`config.mk`:
```
export PLATFORM = sky130hd
export DESIGN_NAME = la_core_top
export DESIGN_NICKNAME = d
export VERILOG_FILES = /design/src/hdl/la_core_pkg.sv /design/src/hdl/la_core_top.sv /design/src/hdl/la_result.sv /design/src/hdl/la_execute.sv /design/src/hdl/la_decode.sv
export SDC_FILE = /design/constraint.sdc
export NUM_CORES = 2
export LEC_CHECK = 0
export BUFFER_PORTS_ARGS = -buffer_cell sky130_fd_sc_hd__buf_2
export CORE_ASPECT_RATIO = 1.75
export CORE_UTILIZATION = 55
export DETAILED_ROUTE_END_ITERATION = 6
export PLACE_DENSITY_LB_ADDON = 0.2
export SKIP_CTS_REPAIR_TIMING = 1
export SLEW_MARGIN = 20
export SYNTH_ARGS = -nofsm -noshare
export SYNTH_HDL_FRONTEND = slang
export SYNTH_HIERARCHICAL = 1
export SYNTH_SLANG_ARGS = --single-unit
```
`constraint.sdc`:
```
create_clock -name clk -period 15.03 [get_ports clk]
set_input_delay 2.2545 -clock clk [delete_from_list [all_inputs] [get_ports clk]]
set_output_delay 2.2545 -clock clk [all_outputs]
set_load 0.005 [all_outputs]
```
`src/hdl/la_core_pkg.sv`:
```
// LoongArch core shared types
// word types, opcodes and exception codes

`default_nettype none

package la_core_pkg;

  // ==============================
  // word types
  // ==============================
  typedef logic [31:0] word_t;
  typedef logic [31:0] instr_t;
  typedef logic [4:0]  areg_t;

  localparam int NUM_AREGS = 32;

  // decoded operation class
  typedef enum logic [3:0] {
    OP_ADD,
    OP_SUB,
    OP_AND,
    OP_OR,
    OP_XOR,
    OP_ADDI,
    OP_LU12I,
    OP_SYSCALL,
    OP_BREAK,
    OP_ERTN,
    OP_IDLE,
    OP_INE
  } op_e;

  // redirect cause seen by the fetch side
  typedef enum logic [1:0] {
    CAUSE_EXCP    = 2'd0,
    CAUSE_ERTN    = 2'd1,
    CAUSE_REFETCH = 2'd2
  } cause_e;

  // ==============================
  // instruction fields
  // ==============================
  // lowest bit of each major opcode slice, the slice runs up to bit 31
  localparam int OP3R_LSB    = 15;
  localparam int OP2RI12_LSB = 22;
  localparam int OP1RI20_LSB = 25;

  localparam int RD_LSB   = 0;
  localparam int RJ_LSB   = 5;
  localparam int RK_LSB   = 10;
  localparam int SI12_LSB = 10;
  localparam int SI12_W   = 12;
  localparam int SI20_LSB = 5;
  localparam int SI20_W   = 20;

  // 3R format and code-carrying formats, match on bits 31:15
  localparam logic [16:0] OPC_ADD_W   = 17'h00020;
  localparam logic [16:0] OPC_SUB_W   = 17'h00022;
  localparam logic [16:0] OPC_AND     = 17'h00029;
  localparam logic [16:0] OPC_OR      = 17'h0002a;
  localparam logic [16:0] OPC_XOR     = 17'h0002b;
  localparam logic [16:0] OPC_BREAK   = 17'h00054;
  localparam logic [16:0] OPC_SYSCALL = 17'h00056;
  localparam logic [16:0] OPC_IDLE    = 17'h00c91;

  // 2RI12 match on bits 31:22, 1RI20 on bits 31:25
  localparam logic [9:0] OPC_ADDI_W  = 10'h00a;
  localparam logic [6:0] OPC_LU12I_W = 7'h0a;

  // ertn has no operand fields at all
  localparam instr_t OPC_ERTN = 32'h0648_3800;

  // ==============================
  // exception codes
  // ==============================
  localparam logic [5:0] ECODE_SYS = 6'h0b;
  localparam logic [5:0] ECODE_BRK = 6'h0c;
  localparam logic [5:0] ECODE_INE = 6'h0d;

endpackage : la_core_pkg

`default_nettype wire
```
`src/hdl/la_core_top.sv`:
```
// LoongArch core pipeline top

`default_nettype none

module la_core_top #(
  parameter la_core_pkg::word_t EENTRY = 32'h1c00_0000
) (
  input  logic                clk,
  input  logic                rst_n,
  input  logic                irq_i,
  input  logic                instr_valid_i,
  input  la_core_pkg::instr_t instr_i,
  input  la_core_pkg::word_t  pc_i,
  output logic                commit_valid_o,
  output la_core_pkg::word_t  commit_pc_o,
  output logic                commit_we_o,
  output la_core_pkg::areg_t  commit_rd_o,
  output la_core_pkg::word_t  commit_wdata_o,
  output logic                redirect_valid_o,
  output la_core_pkg::word_t  redirect_pc_o,
  output la_core_pkg::cause_e redirect_cause_o,
  output logic [5:0]          redirect_ecode_o,
  output logic                idle_o
);

  // decode to execute
  logic               dec_valid;
  la_core_pkg::op_e   dec_op;
  la_core_pkg::word_t dec_pc;
  la_core_pkg::areg_t dec_rj;
  la_core_pkg::areg_t dec_rk;
  la_core_pkg::areg_t dec_rd;
  la_core_pkg::word_t dec_imm;

  // execute to commit
  logic               exe_valid;
  la_core_pkg::op_e   exe_op;
  la_core_pkg::word_t exe_pc;
  logic               exe_we;
  la_core_pkg::areg_t exe_rd;
  la_core_pkg::word_t exe_result;

  logic flush;

  la_decode la_decode_inst (
    .clk           (clk),
    .rst_n         (rst_n),
    .flush_i       (flush),
    .idle_i        (idle_o),
    .instr_valid_i (instr_valid_i),
    .instr_i       (instr_i),
    .pc_i          (pc_i),
    .dec_valid_o   (dec_valid),
    .dec_op_o      (dec_op),
    .dec_pc_o      (dec_pc),
    .dec_rj_o      (dec_rj),
    .dec_rk_o      (dec_rk),
    .dec_rd_o      (dec_rd),
    .dec_imm_o     (dec_imm)
  );

  la_execute la_execute_inst (
    .clk          (clk),
    .rst_n        (rst_n),
    .flush_i      (flush),
    .dec_valid_i  (dec_valid),
    .dec_op_i     (dec_op),
    .dec_pc_i     (dec_pc),
    .dec_rj_i     (dec_rj),
    .dec_rk_i     (dec_rk),
    .dec_rd_i     (dec_rd),
    .dec_imm_i    (dec_imm),
    .exe_valid_o  (exe_valid),
    .exe_op_o     (exe_op),
    .exe_pc_o     (exe_pc),
    .exe_we_o     (exe_we),
    .exe_rd_o     (exe_rd),
    .exe_result_o (exe_result)
  );

  la_result #(
    .EENTRY (EENTRY)
  ) la_result_inst (
    .clk              (clk),
    .rst_n            (rst_n),
    .irq_i            (irq_i),
    .exe_valid_i      (exe_valid),
    .exe_op_i         (exe_op),
    .exe_pc_i         (exe_pc),
    .exe_we_i         (exe_we),
    .exe_rd_i         (exe_rd),
    .exe_result_i     (exe_result),
    .commit_valid_o   (commit_valid_o),
    .commit_pc_o      (commit_pc_o),
    .commit_we_o      (commit_we_o),
    .commit_rd_o      (commit_rd_o),
    .commit_wdata_o   (commit_wdata_o),
    .redirect_valid_o (redirect_valid_o),
    .redirect_pc_o    (redirect_pc_o),
    .redirect_cause_o (redirect_cause_o),
    .redirect_ecode_o (redirect_ecode_o),
    .flush_o          (flush),
    .idle_o           (idle_o)
  );

endmodule : la_core_top

`default_nettype wire

```
`src/hdl/la_result.sv`:
```
// LoongArch core commit stage
// flush classification, redirect target, era and idle lock

`default_nettype none

module la_result #(
  parameter la_core_pkg::word_t EENTRY = 32'h1c00_0000
) (
  input  logic                clk,
  input  logic                rst_n,
  input  logic                irq_i,
  input  logic                exe_valid_i,
  input  la_core_pkg::op_e    exe_op_i,
  input  la_core_pkg::word_t  exe_pc_i,
  input  logic                exe_we_i,
  input  la_core_pkg::areg_t  exe_rd_i,
  input  la_core_pkg::word_t  exe_result_i,
  output logic                commit_valid_o,
  output la_core_pkg::word_t  commit_pc_o,
  output logic                commit_we_o,
  output la_core_pkg::areg_t  commit_rd_o,
  output la_core_pkg::word_t  commit_wdata_o,
  output logic                redirect_valid_o,
  output la_core_pkg::word_t  redirect_pc_o,
  output la_core_pkg::cause_e redirect_cause_o,
  output logic [5:0]          redirect_ecode_o,
  output logic                flush_o,
  output logic                idle_o
);

  la_core_pkg::word_t  era;
  la_core_pkg::word_t  pc_next4;
  la_core_pkg::word_t  target;
  la_core_pkg::cause_e cause;
  logic [5:0]          ecode;

  logic take;
  logic excp_flush;
  logic ertn_flush;
  logic idle_flush;
  logic idle_redirect;
  logic idle_lock;

  // ==============================
  // flush classification
  // ==============================
  // the instruction right behind a redirect is already squashed
  assign take = exe_valid_i & ~redirect_valid_o;

  assign excp_flush = take & (exe_op_i inside {la_core_pkg::OP_SYSCALL,
                                               la_core_pkg::OP_BREAK,
                                               la_core_pkg::OP_INE});
  assign ertn_flush = take & (exe_op_i == la_core_pkg::OP_ERTN);
  assign idle_flush = take & (exe_op_i == la_core_pkg::OP_IDLE);

  assign pc_next4 = exe_pc_i + 32'd4;

  // target priority, exception first, then ertn, then refetch
  always_comb begin
    if (excp_flush) begin
      target = EENTRY;
      cause  = la_core_pkg::CAUSE_EXCP;
    end else if (ertn_flush) begin
      target = era;
      cause  = la_core_pkg::CAUSE_ERTN;
    end else begin
      target = pc_next4;
      cause  = la_core_pkg::CAUSE_REFETCH;
    end
  end

  always_comb begin
    case (exe_op_i)
      la_core_pkg::OP_SYSCALL: ecode = la_core_pkg::ECODE_SYS;
      la_core_pkg::OP_BREAK:   ecode = la_core_pkg::ECODE_BRK;
      la_core_pkg::OP_INE:     ecode = la_core_pkg::ECODE_INE;
      default:                 ecode = '0;
    endcase
  end

  // ==============================
  // commit and redirect registers
  // ==============================
  always_ff @(posedge clk or negedge rst_n) begin
    if (!rst_n) begin
      commit_valid_o   <= 1'b0;
      commit_we_o      <= 1'b0;
      redirect_valid_o <= 1'b0;
      era              <= '0;
    end else begin
      commit_valid_o   <= take & ~excp_flush;
      commit_we_o      <= take & exe_we_i;
      redirect_valid_o <= excp_flush | ertn_flush | idle_flush;
      // syscall and break resume after themselves, INE re-executes
      if (excp_flush) begin
        era <= (exe_op_i == la_core_pkg::OP_INE) ? exe_pc_i : pc_next4;
      end
    end
  end

  always_ff @(posedge clk) begin
    commit_pc_o      <= exe_pc_i;
    commit_rd_o      <= exe_rd_i;
    commit_wdata_o   <= exe_result_i;
    redirect_pc_o    <= target;
    redirect_cause_o <= cause;
    redirect_ecode_o <= ecode;
  end

  assign flush_o = redirect_valid_o;

  // ==============================
  // idle lock
  // ==============================
  assign idle_redirect = redirect_valid_o && (redirect_cause_o == la_core_pkg::CAUSE_REFETCH);

  always_ff @(posedge clk or negedge rst_n) begin
    if (!rst_n) begin
      idle_lock <= 1'b0;
    end else if (irq_i) begin
      idle_lock <= 1'b0;
    end else if (idle_redirect) begin
      idle_lock <= 1'b1;
    end
  end

  // shows up together with the idle redirect, a pending irq cancels it
  assign idle_o = idle_lock | (idle_redirect & ~irq_i);

  // an excepting instruction must arrive from execute without a write
  a_no_write_on_excp: assert property (
    @(posedge clk) disable iff (!rst_n)
    !(commit_we_o && redirect_valid_o && redirect_cause_o == la_core_pkg::CAUSE_EXCP)
  );

endmodule : la_result

`default_nettype wire

```
`src/hdl/la_execute.sv`:
```
// LoongArch core execute stage
// register file, bypass and ALU

`default_nettype none

module la_execute (
  input  logic               clk,
  input  logic               rst_n,
  input  logic               flush_i,
  input  logic               dec_valid_i,
  input  la_core_pkg::op_e   dec_op_i,
  input  la_core_pkg::word_t dec_pc_i,
  input  la_core_pkg::areg_t dec_rj_i,
  input  la_core_pkg::areg_t dec_rk_i,
  input  la_core_pkg::areg_t dec_rd_i,
  input  la_core_pkg::word_t dec_imm_i,
  output logic               exe_valid_o,
  output la_core_pkg::op_e   exe_op_o,
  output la_core_pkg::word_t exe_pc_o,
  output logic               exe_we_o,
  output la_core_pkg::areg_t exe_rd_o,
  output la_core_pkg::word_t exe_result_o
);

  la_core_pkg::word_t rf [la_core_pkg::NUM_AREGS];

  la_core_pkg::word_t rj_val;
  la_core_pkg::word_t rk_val;
  la_core_pkg::word_t alu_res;
  logic               alu_we;
  logic               rf_we;
  logic               fwd_ok;

  // ==============================
  // register file
  // ==============================
  // written when the instruction leaves this stage
  assign rf_we = exe_valid_o & exe_we_o & ~flush_i;

  always_ff @(posedge clk) begin
    if (rf_we) begin
      rf[exe_rd_o] <= exe_result_o;
    end
  end

  // youngest older result still sits in the stage register
  assign fwd_ok = exe_valid_o && exe_we_o;

  assign rj_val = (dec_rj_i == '0) ? '0 :
                  (fwd_ok && exe_rd_o == dec_rj_i) ? exe_result_o :
                  rf[dec_rj_i];

  assign rk_val = (dec_rk_i == '0) ? '0 :
                  (fwd_ok && exe_rd_o == dec_rk_i) ? exe_result_o :
                  rf[dec_rk_i];

  // ==============================
  // ALU
  // ==============================
  always_comb begin
    alu_res = '0;
    alu_we  = 1'b1;
    case (dec_op_i)
      la_core_pkg::OP_ADD: begin
        alu_res = rj_val + rk_val;
      end
      la_core_pkg::OP_SUB: begin
        alu_res = rj_val - rk_val;
      end
      la_core_pkg::OP_AND: begin
        alu_res = rj_val & rk_val;
      end
      la_core_pkg::OP_OR: begin
        alu_res = rj_val | rk_val;
      end
      la_core_pkg::OP_XOR: begin
        alu_res = rj_val ^ rk_val;
      end
      la_core_pkg::OP_ADDI: begin
        alu_res = rj_val + dec_imm_i;
      end
      la_core_pkg::OP_LU12I: begin
        alu_res = dec_imm_i;
      end
      // syscall, break, ertn, idle and INE have no destination
      default: begin
        alu_we = 1'b0;
      end
    endcase
  end

  // ==============================
  // stage register
  // ==============================
  always_ff @(posedge clk or negedge rst_n) begin
    if (!rst_n) begin
      exe_valid_o <= 1'b0;
    end else begin
      exe_valid_o <= dec_valid_i & ~flush_i;
    end
  end

  always_ff @(posedge clk) begin
    exe_op_o     <= dec_op_i;
    exe_pc_o     <= dec_pc_i;
    // r0 destination never turns into a write
    exe_we_o     <= alu_we & (dec_rd_i != '0);
    exe_rd_o     <= dec_rd_i;
    exe_result_o <= alu_res;
  end

endmodule : la_execute

`default_nettype wire

```
`src/hdl/la_decode.sv`:
```
// LoongArch core decode stage

`default_nettype none

module la_decode (
  input  logic                clk,
  input  logic                rst_n,
  input  logic                flush_i,
  input  logic                idle_i,
  input  logic                instr_valid_i,
  input  la_core_pkg::instr_t instr_i,
  input  la_core_pkg::word_t  pc_i,
  output logic                dec_valid_o,
  output la_core_pkg::op_e    dec_op_o,
  output la_core_pkg::word_t  dec_pc_o,
  output la_core_pkg::areg_t  dec_rj_o,
  output la_core_pkg::areg_t  dec_rk_o,
  output la_core_pkg::areg_t  dec_rd_o,
  output la_core_pkg::word_t  dec_imm_o
);

  la_core_pkg::op_e   op;
  la_core_pkg::areg_t rj;
  la_core_pkg::areg_t rk;
  la_core_pkg::areg_t rd;
  la_core_pkg::word_t imm;

  logic [la_core_pkg::SI12_W-1:0] si12;
  logic [la_core_pkg::SI20_W-1:0] si20;

  assign si12 = instr_i[la_core_pkg::SI12_LSB +: la_core_pkg::SI12_W];
  assign si20 = instr_i[la_core_pkg::SI20_LSB +: la_core_pkg::SI20_W];

  // ==============================
  // opcode match
  // ==============================
  // anything not matched falls back to instruction-not-exist
  always_comb begin
    op = la_core_pkg::OP_INE;
    if (instr_i[31:la_core_pkg::OP3R_LSB] == la_core_pkg::OPC_ADD_W) begin
      op = la_core_pkg::OP_ADD;
    end else if (instr_i[31:la_core_pkg::OP3R_LSB] == la_core_pkg::OPC_SUB_W) begin
      op = la_core_pkg::OP_SUB;
    end else if (instr_i[31:la_core_pkg::OP3R_LSB] == la_core_pkg::OPC_AND) begin
      op = la_core_pkg::OP_AND;
    end else if (instr_i[31:la_core_pkg::OP3R_LSB] == la_core_pkg::OPC_OR) begin
      op = la_core_pkg::OP_OR;
    end else if (instr_i[31:la_core_pkg::OP3R_LSB] == la_core_pkg::OPC_XOR) begin
      op = la_core_pkg::OP_XOR;
    end else if (instr_i[31:la_core_pkg::OP3R_LSB] == la_core_pkg::OPC_SYSCALL) begin
      op = la_core_pkg::OP_SYSCALL;
    end else if (instr_i[31:la_core_pkg::OP3R_LSB] == la_core_pkg::OPC_BREAK) begin
      op = la_core_pkg::OP_BREAK;
    end else if (instr_i[31:la_core_pkg::OP3R_LSB] == la_core_pkg::OPC_IDLE) begin
      op = la_core_pkg::OP_IDLE;
    end else if (instr_i == la_core_pkg::OPC_ERTN) begin
      op = la_core_pkg::OP_ERTN;
    end else if (instr_i[31:la_core_pkg::OP2RI12_LSB] == la_core_pkg::OPC_ADDI_W) begin
      op = la_core_pkg::OP_ADDI;
    end else if (instr_i[31:la_core_pkg::OP1RI20_LSB] == la_core_pkg::OPC_LU12I_W) begin
      op = la_core_pkg::OP_LU12I;
    end
  end

  // source and destination select, unused slots read r0
  always_comb begin
    rj  = '0;
    rk  = '0;
    rd  = '0;
    imm = '0;
    case (op)
      la_core_pkg::OP_ADD, la_core_pkg::OP_SUB, la_core_pkg::OP_AND,
      la_core_pkg::OP_OR, la_core_pkg::OP_XOR: begin
        rj = instr_i[la_core_pkg::RJ_LSB +: 5];
        rk = instr_i[la_core_pkg::RK_LSB +: 5];
        rd = instr_i[la_core_pkg::RD_LSB +: 5];
      end
      la_core_pkg::OP_ADDI: begin
        rj  = instr_i[la_core_pkg::RJ_LSB +: 5];
        rd  = instr_i[la_core_pkg::RD_LSB +: 5];
        imm = {{(32 - la_core_pkg::SI12_W){si12[la_core_pkg::SI12_W-1]}}, si12};
      end
      la_core_pkg::OP_LU12I: begin
        rd  = instr_i[la_core_pkg::RD_LSB +: 5];
        imm = {si20, 12'h000};
      end
      default: begin
      end
    endcase
  end

  // ==============================
  // stage register
  // ==============================
  always_ff @(posedge clk or negedge rst_n) begin
    if (!rst_n) begin
      dec_valid_o <= 1'b0;
    end else begin
      dec_valid_o <= instr_valid_i & ~flush_i;
    end
  end

  always_ff @(posedge clk) begin
    dec_op_o  <= op;
    dec_pc_o  <= pc_i;
    dec_rj_o  <= rj;
    dec_rk_o  <= rk;
    dec_rd_o  <= rd;
    dec_imm_o <= imm;
  end

  // fetch must stay quiet while the core sleeps, the redirect cycle itself drops input
  a_no_issue_while_idle: assert property (
    @(posedge clk) disable iff (!rst_n)
    (idle_i && !flush_i) |-> !instr_valid_i
  );

endmodule : la_decode

`default_nettype wire

```
* Word-level counts from Yosys, hierarchy flattened
Memory sizes are Yosys's and may differ from the RTL's. A register that Yosys moved wholly into a read port is not among the register bits.
Cells that the tools add are included.
** Storage, ports and cells
- Memories kept :: 1
- Output and inout port bits :: 113
- Flip-flop bits (word level) :: 302
- Memory bits (writable) :: 1024
** Memory list
- la_execute_inst.rf :: words 32, width 32, rd ports 2, clocked after memory_dff 2, write ports 1, line la_execute.sv:25 : la_core_pkg::word_t rf [la_core_pkg::NUM_AREGS];
** Operators by class
- $add $sub $neg :: 4
- Mux-type cells :: 28
- Equal/unequal tests :: 31
- Bitwise operators :: 21
- Reduce and logical (&&, ||, !) cells :: 15
** Operators with widths (number)
- $pmux 32 s7 :: 1
- $mux 32 :: 6
- $eq 17x6->1 const B :: 5
- $add 32x32->32 :: 2
- $pmux 32 s2 :: 1
- $mux 4 :: 11
- $eq 17x7->1 const B :: 2
- $add 32x3->32 const B :: 1
- $and 32x32->32 :: 1
- $eq 32x27->1 const B :: 1
- $or 32x32->32 :: 1
- $sub 32x32->32 :: 1
- $xor 32x32->32 :: 1
- $eq 4x3->1 const B :: 7
- $eq 17x12->1 const B :: 1
- $eq 4x2->1 const B :: 4
- $eq 4x4->1 const B :: 4
- $reduce_or 7->1 :: 2
- $and 1x1->1 :: 12
- $pmux 4 s3 :: 1
- $eq 10x4->1 const B :: 1
- $eq 5x5->1 :: 2
- $logic_not 5->1 :: 2
- $mux 5 :: 2
- other kinds (14) :: 27

* Depth between registers and ports, before layout
- Word-level depth :: 15
- Depth in mapped cells :: 34
- Gate-level depth less buffers :: 28

* By module
The synthesis kept the hierarchy.
** Modules (own cells, without submodules)
- la_execute :: sequential area each 32255.9 um^2, instances 1, cells an instance 3169, area an instance 54438.5 um^2
- la_result :: sequential area each 3042.9 um^2, instances 1, cells an instance 473, area an instance 4939.7 um^2
- la_decode :: sequential area each 1686.6 um^2, instances 1, cells an instance 198, area an instance 2524.9 um^2

* Worst setup path after synthesis
OpenSTA, ideal clock, no wires.
- Kind :: register -> register
- Start point :: register la_decode_inst.dec_rj_o[0]
- End point :: register la_execute_inst.exe_result_o[31]
- Data required time :: 14.956 ns
- Arrival time :: 6.233 ns
- Path buffers :: 4
- Path slack :: 8.723 ns
- Stages on the path, launching flop included :: 25
- Path through :: dfxtp_1 -> clkbuf_1 -> buf_1 -> clkbuf_1 -> buf_1 -> mux4_2 -> mux4_2 -> mux2i_1 -> nand2_1 -> o21ai_0 -> or2_2 -> inv_1 -> ha_1 -> a21o_1 -> a21oi_1 -> o211ai_1 -> a211oi_1 -> o21ai_0 -> a221oi_1 -> o211ai_1 -> o211ai_1 -> o21ai_0 -> a31oi_1 -> xnor3_1 -> o211ai_2
** On the way
- Cells in the longest elaborated chain, start to end :: 6
- Elaborated cells on any way between the ends :: 12
** RTL lines
- from (decl) :: line la_decode.sv:16 : output la_core_pkg::areg_t dec_rj_o,
- from (signal assigned) :: line la_decode.sv:106 : dec_rj_o <= rj;
- $eq 5x5->1 :: line la_execute.sv:50 : (fwd_ok && exe_rd_o == dec_rj_i) ? exe_result_o :
- $logic_and 1x1->1 :: line la_execute.sv:50
- $mux 32 :: line la_execute.sv:50
- $mux 32 (*) :: line la_execute.sv:49 : assign rj_val = (dec_rj_i == '0) ? '0 :
- $add 32x32->32, or another cell as far along :: line la_execute.sv:80 : alu_res = rj_val + dec_imm_i;
- $pmux 32 s7 (*) :: line la_execute.sv:63 : case (dec_op_i)
- named net la_execute_inst.alu_res[31] :: line la_execute.sv:29 : la_core_pkg::word_t alu_res;
- to (signal assigned) :: line la_execute.sv:109 : exe_result_o <= alu_res;
- to (decl) :: line la_execute.sv:22 : output la_core_pkg::word_t exe_result_o
Mark *: on every way through the listed nets, which the timed path passes. The rest lies on a longest branch.
A chain may end at the register's enable or synchronous reset.

* Worst setup path after layout
- Start point :: register la_decode_inst.dec_rk_o[0]
- End point :: register la_execute_inst.exe_result_o[31]
** On the way
- Cells in the longest elaborated chain, start to end :: 6
- Elaborated cells on any way between the ends :: 11
** RTL lines
- from (decl) :: line la_decode.sv:17 : output la_core_pkg::areg_t dec_rk_o,
- from (signal assigned) :: line la_decode.sv:107 : dec_rk_o <= rk;
- $eq 5x5->1 :: line la_execute.sv:54 : (fwd_ok && exe_rd_o == dec_rk_i) ? exe_result_o :
- $logic_and 1x1->1 :: line la_execute.sv:54
- $mux 32 :: line la_execute.sv:54
- $mux 32 (*) :: line la_execute.sv:53 : assign rk_val = (dec_rk_i == '0) ? '0 :
- $sub 32x32->32, or another cell as far along :: line la_execute.sv:68 : alu_res = rj_val - rk_val;
- $pmux 32 s7 (*) :: line la_execute.sv:63
- named net la_execute_inst.alu_res[31] :: line la_execute.sv:29
Marks and branches as above.

==> run summary <==
Status: complete, no violations
Fin crit period: 8.59 ns
Number of enable flip-flop cells after synthesis: 1024
Avg Vias per Cell: 6.97
Initial core utilization: 55.5%
PortBufs: 178
Final period util: 57.2%
Clock root cell: clkbuf_16
CP Capture Type: register
CP max FO: 37
Placed Instances: 5338
Fin nets: 4140
Largest family of logic cells by synthesized area: multiplexers
Residual DRC count: 0
DIE WIDTH: 256 um
DR vias: 38700
RSZ-0062 raised after global routing: false
Synth area leaders: edfxtp_1 (50%), mux4_2 (19%), dfxtp_1 (8.5%)
Number of routed nets with antenna violations: 0
Final wirelength: 192000 um
Worst-Margin Slew: 1.14 ns
Critical path class: register to register
Final Skew: 0.0419 ns
Share of flip-flops with an asynchronous set or reset: 2.87%
Pin count of the biggest net entering global routing: 105
Compound-cell area share of the yosys netlist: 6.61%
WP data required: 15.72 ns
Syn avg cell area: 16.1 um2
Tot GR Track Use: 33.8%
Pleak: 19.2 nW
Setup TNS: 0 ns
Routed len/inst: 34.5 um
I/O pin count: 181
Xor/xnor cell area share of the yosys netlist: 1.34%
Yosys top cell area share: 49.7%
Final HPWL DP: 114000 um
Post-synthesis adder-cell area fraction: 1.91%
Synth Area in Simple Gates: 5.62%
Maximum VDD drop: 0.000102 V
Yosys reg bits: 1326
Yosys warns: 6
Number of max-cap violations: 0
Final Hold Vio Count: 0
Global-route wire length before repair: 274000 um
CTS tree: built
Post-synthesis mux area share: 22.0%
First DRT Iteration DRCs: 4641
Clock-pin slew on the worst setup and hold paths: 0.07 ns
Cts bufs inserted: 114
Yosys cell types: 103
Share of cells above drive strength 1: 28.0%
Sequential fraction of the synthesis area: 59.7%
Core area: 111000 um2
Initial antenna violation count: 5
Layout area overhead: 10.5%
Final hold slack: 0.304 ns
Chip height: 446 um
GP Congestion: 0.951
Vias in the first global route: 39200
# fillers: 8031
Finish-stage setup viols: 0
Ys flop type: edfxtp_1
H-tree depth: 3
DIE AREA: 114000 um2
Cell taking the most area after synthesis: edfxtp_1
Startpoint Class: register
Fin. max-slew vios: 0
Gr ovfl total: 0
Sink Count: 1326
Achievable Freq: 0.116 GHz
Worst skew pair latency: 0.78 ns
CTS Buffer Depth: 3
Post-Syn Area: 61900 um2
First drt pass iteration count: 5
Cell row count: 162
Hold Path Class: register to register
Total power: 7.25 mW
CP arrival: 9.28 ns
Rel. slew slack: 23.5%
Post-route insts no fill: 5559
Synthesized instance count: 3840
Pwr Density: 106 nW/um2
## state kept, by name, summed over array words and instances, names as in the netlist, 2 cells and up
name / flops
la_result_inst/commit_wdata_o: 32
la_execute_inst/exe_result_o: 32
la_decode_inst/dec_pc_o: 32
la_decode_inst/dec_op_o: 4
la_decode_inst/dec_rd_o: 5
la_result_inst/redirect_ecode_o: 4
la_execute_inst/exe_rd_o: 5
la_result_inst/redirect_pc_o: 32
la_execute_inst/rf: 1024
la_result_inst/commit_pc_o: 32
la_execute_inst/exe_op_o: 4
la_result_inst/redirect_cause_o: 2
la_decode_inst/dec_rk_o: 5
la_decode_inst/dec_rj_o: 5
la_execute_inst/exe_pc_o: 32
la_result_inst/commit_rd_o: 5
la_decode_inst/dec_imm_o: 32
la_result_inst/era: 32
## stage by stage
step | instance area, um2 | setup slack [ns] | utilization (%)
2_1_floorplan | 61900 | 8.72 | -
3_3_place_gp | 64400 | 6.58 | 57.8
3_5_place_dp | 64400 | 6.55 | 57.8
4_1_cts | 68400 | 6.56 | 61.4
5_1_grt | 68400 | 5.98 | 61.4
6_report | 68400 | 6.44 | 61.4
## metal layers
metal	global-route usage [%]	vias to the layer above	routed length [um]
met4	23.4	2	15200
met2	57.5	2393	95800
met3	5.63	641	17100
li1	-	15800	-
met5	0	-	13
met1	39.2	19900	63600
## critical path, cell delays in order, from the launching register on
cell and delay [ns]:
dfxtp_4 0.92, buf_4 0.59, buf_4 0.61, mux4_2 0.58
a22oi_1 0.19, a31oi_1 0.22, a211oi_1 0.59, o21ai_0 0.24
nor3_1 0.60, nand2_1 0.17, mux2i_1 0.20, a21oi_1 0.09
ha_1 0.33, o21ai_0 0.12, nor2b_1 0.08, a211oi_1 0.68
o21ai_0 0.28, a221oi_1 0.72, o211ai_1 0.15, o211ai_1 0.17
o21ai_0 0.18, a31oi_1 0.24, xnor3_1 0.35, o211ai_2 0.14
## power breakdown
group	switching, mW	internal [mW]
clock	1.38	1.75
combinational	0.0730	0.0507
sequential	0.0352	3.96
## cells in the final DEF (no fill, tap or decap), types with 15 or more instances in the layout
cell type / synthesis / layout
xnor2_1: 47 / 47
ha_1: 93 / 93
o211ai_1: 38 / 38
and3_1: 20 / 20
buf_2: 45 / 177
and2_1: 35 / 35
or2_2: 33 / 34
bufinv_16: 0 / 15
nor2_4: 1 / 33
nand2_1: 193 / 192
a21o_1: 31 / 31
xor2_1: 45 / 45
clkbuf_16: 0 / 119
mux2i_1: 148 / 148
o21ai_0: 100 / 100
dfrtp_1: 38 / 38
inv_1: 79 / 79
clkinv_2: 0 / 27
o22ai_1: 31 / 31
dfxtp_1: 264 / 242
mux4_1: 17 / 17
a22oi_1: 74 / 74
clkinv_1: 3 / 17
nand3_1: 40 / 40
edfxtp_1: 1024 / 1024
nor2_1: 142 / 108
buf_4: 29 / 109
o21ai_1: 53 / 52
mux4_2: 514 / 514
a221oi_1: 19 / 19
a211oi_1: 58 / 58
nand4_1: 22 / 22
nor3_1: 44 / 43
a21oi_1: 128 / 128
nor2b_1: 38 / 36
## area by class of cell
cell class	instances	area, um2	area share [%]
sequential	1326	37000	54.1
multi-input combinational	2161	23500	34.3
tap	1476	1850	2.70
clock inverter	75	813	1.19
inverter	85	322	0.470
timing repair buffer	290	1780	2.61
clock buffer	141	3150	4.60
antenna	5	12.5	0.0183
## worst paths after layout
kind                                                  start                               end  slack, ns  cells past startpoint
worst max-delay path             la_decode_inst/dec_rk_o[0]  la_execute_inst/exe_result_o[31]       6.44                     23
max in group asynchronous                             rst_n            la_result_inst/era[30]      13.07                      1
worst min register to register  la_decode_inst/dec_pc_o[23]      la_execute_inst/exe_pc_o[23]       0.30                      0
worst min-delay path            la_decode_inst/dec_pc_o[23]      la_execute_inst/exe_pc_o[23]       0.30                      0
min in group asynchronous                             rst_n             la_result_inst/era[5]       1.48                      1
worst max register to register   la_decode_inst/dec_rk_o[0]  la_execute_inst/exe_result_o[31]       6.44                     23
## cell usage after synthesis, drive strengths merged, types with 74 or more instances
cell type	count
buf	138
clkbuf	131
dfxtp	264
mux4	533
mux2i	148
a22oi	74
o21ai	153
nor2	143
a21oi	129
nand2	194
edfxtp	1024
ha	93
inv	82
## cell families (layout without fill, tap and decap cells)
| logic type | Yosys count | in the layout |
|---|---|---|
| compound gates | 624 | 624 |
| xor+xnor | 93 | 93 |
| fa+ha+maj | 94 | 94 |
| buf+inv | 354 | 591 |
| flops | 1326 | 1326 |
| mux | 684 | 684 |
| other cells | 1 | 7 |
| simple gates | 664 | 664 |
No activity file was read; power rests on OpenSTA's default activity.
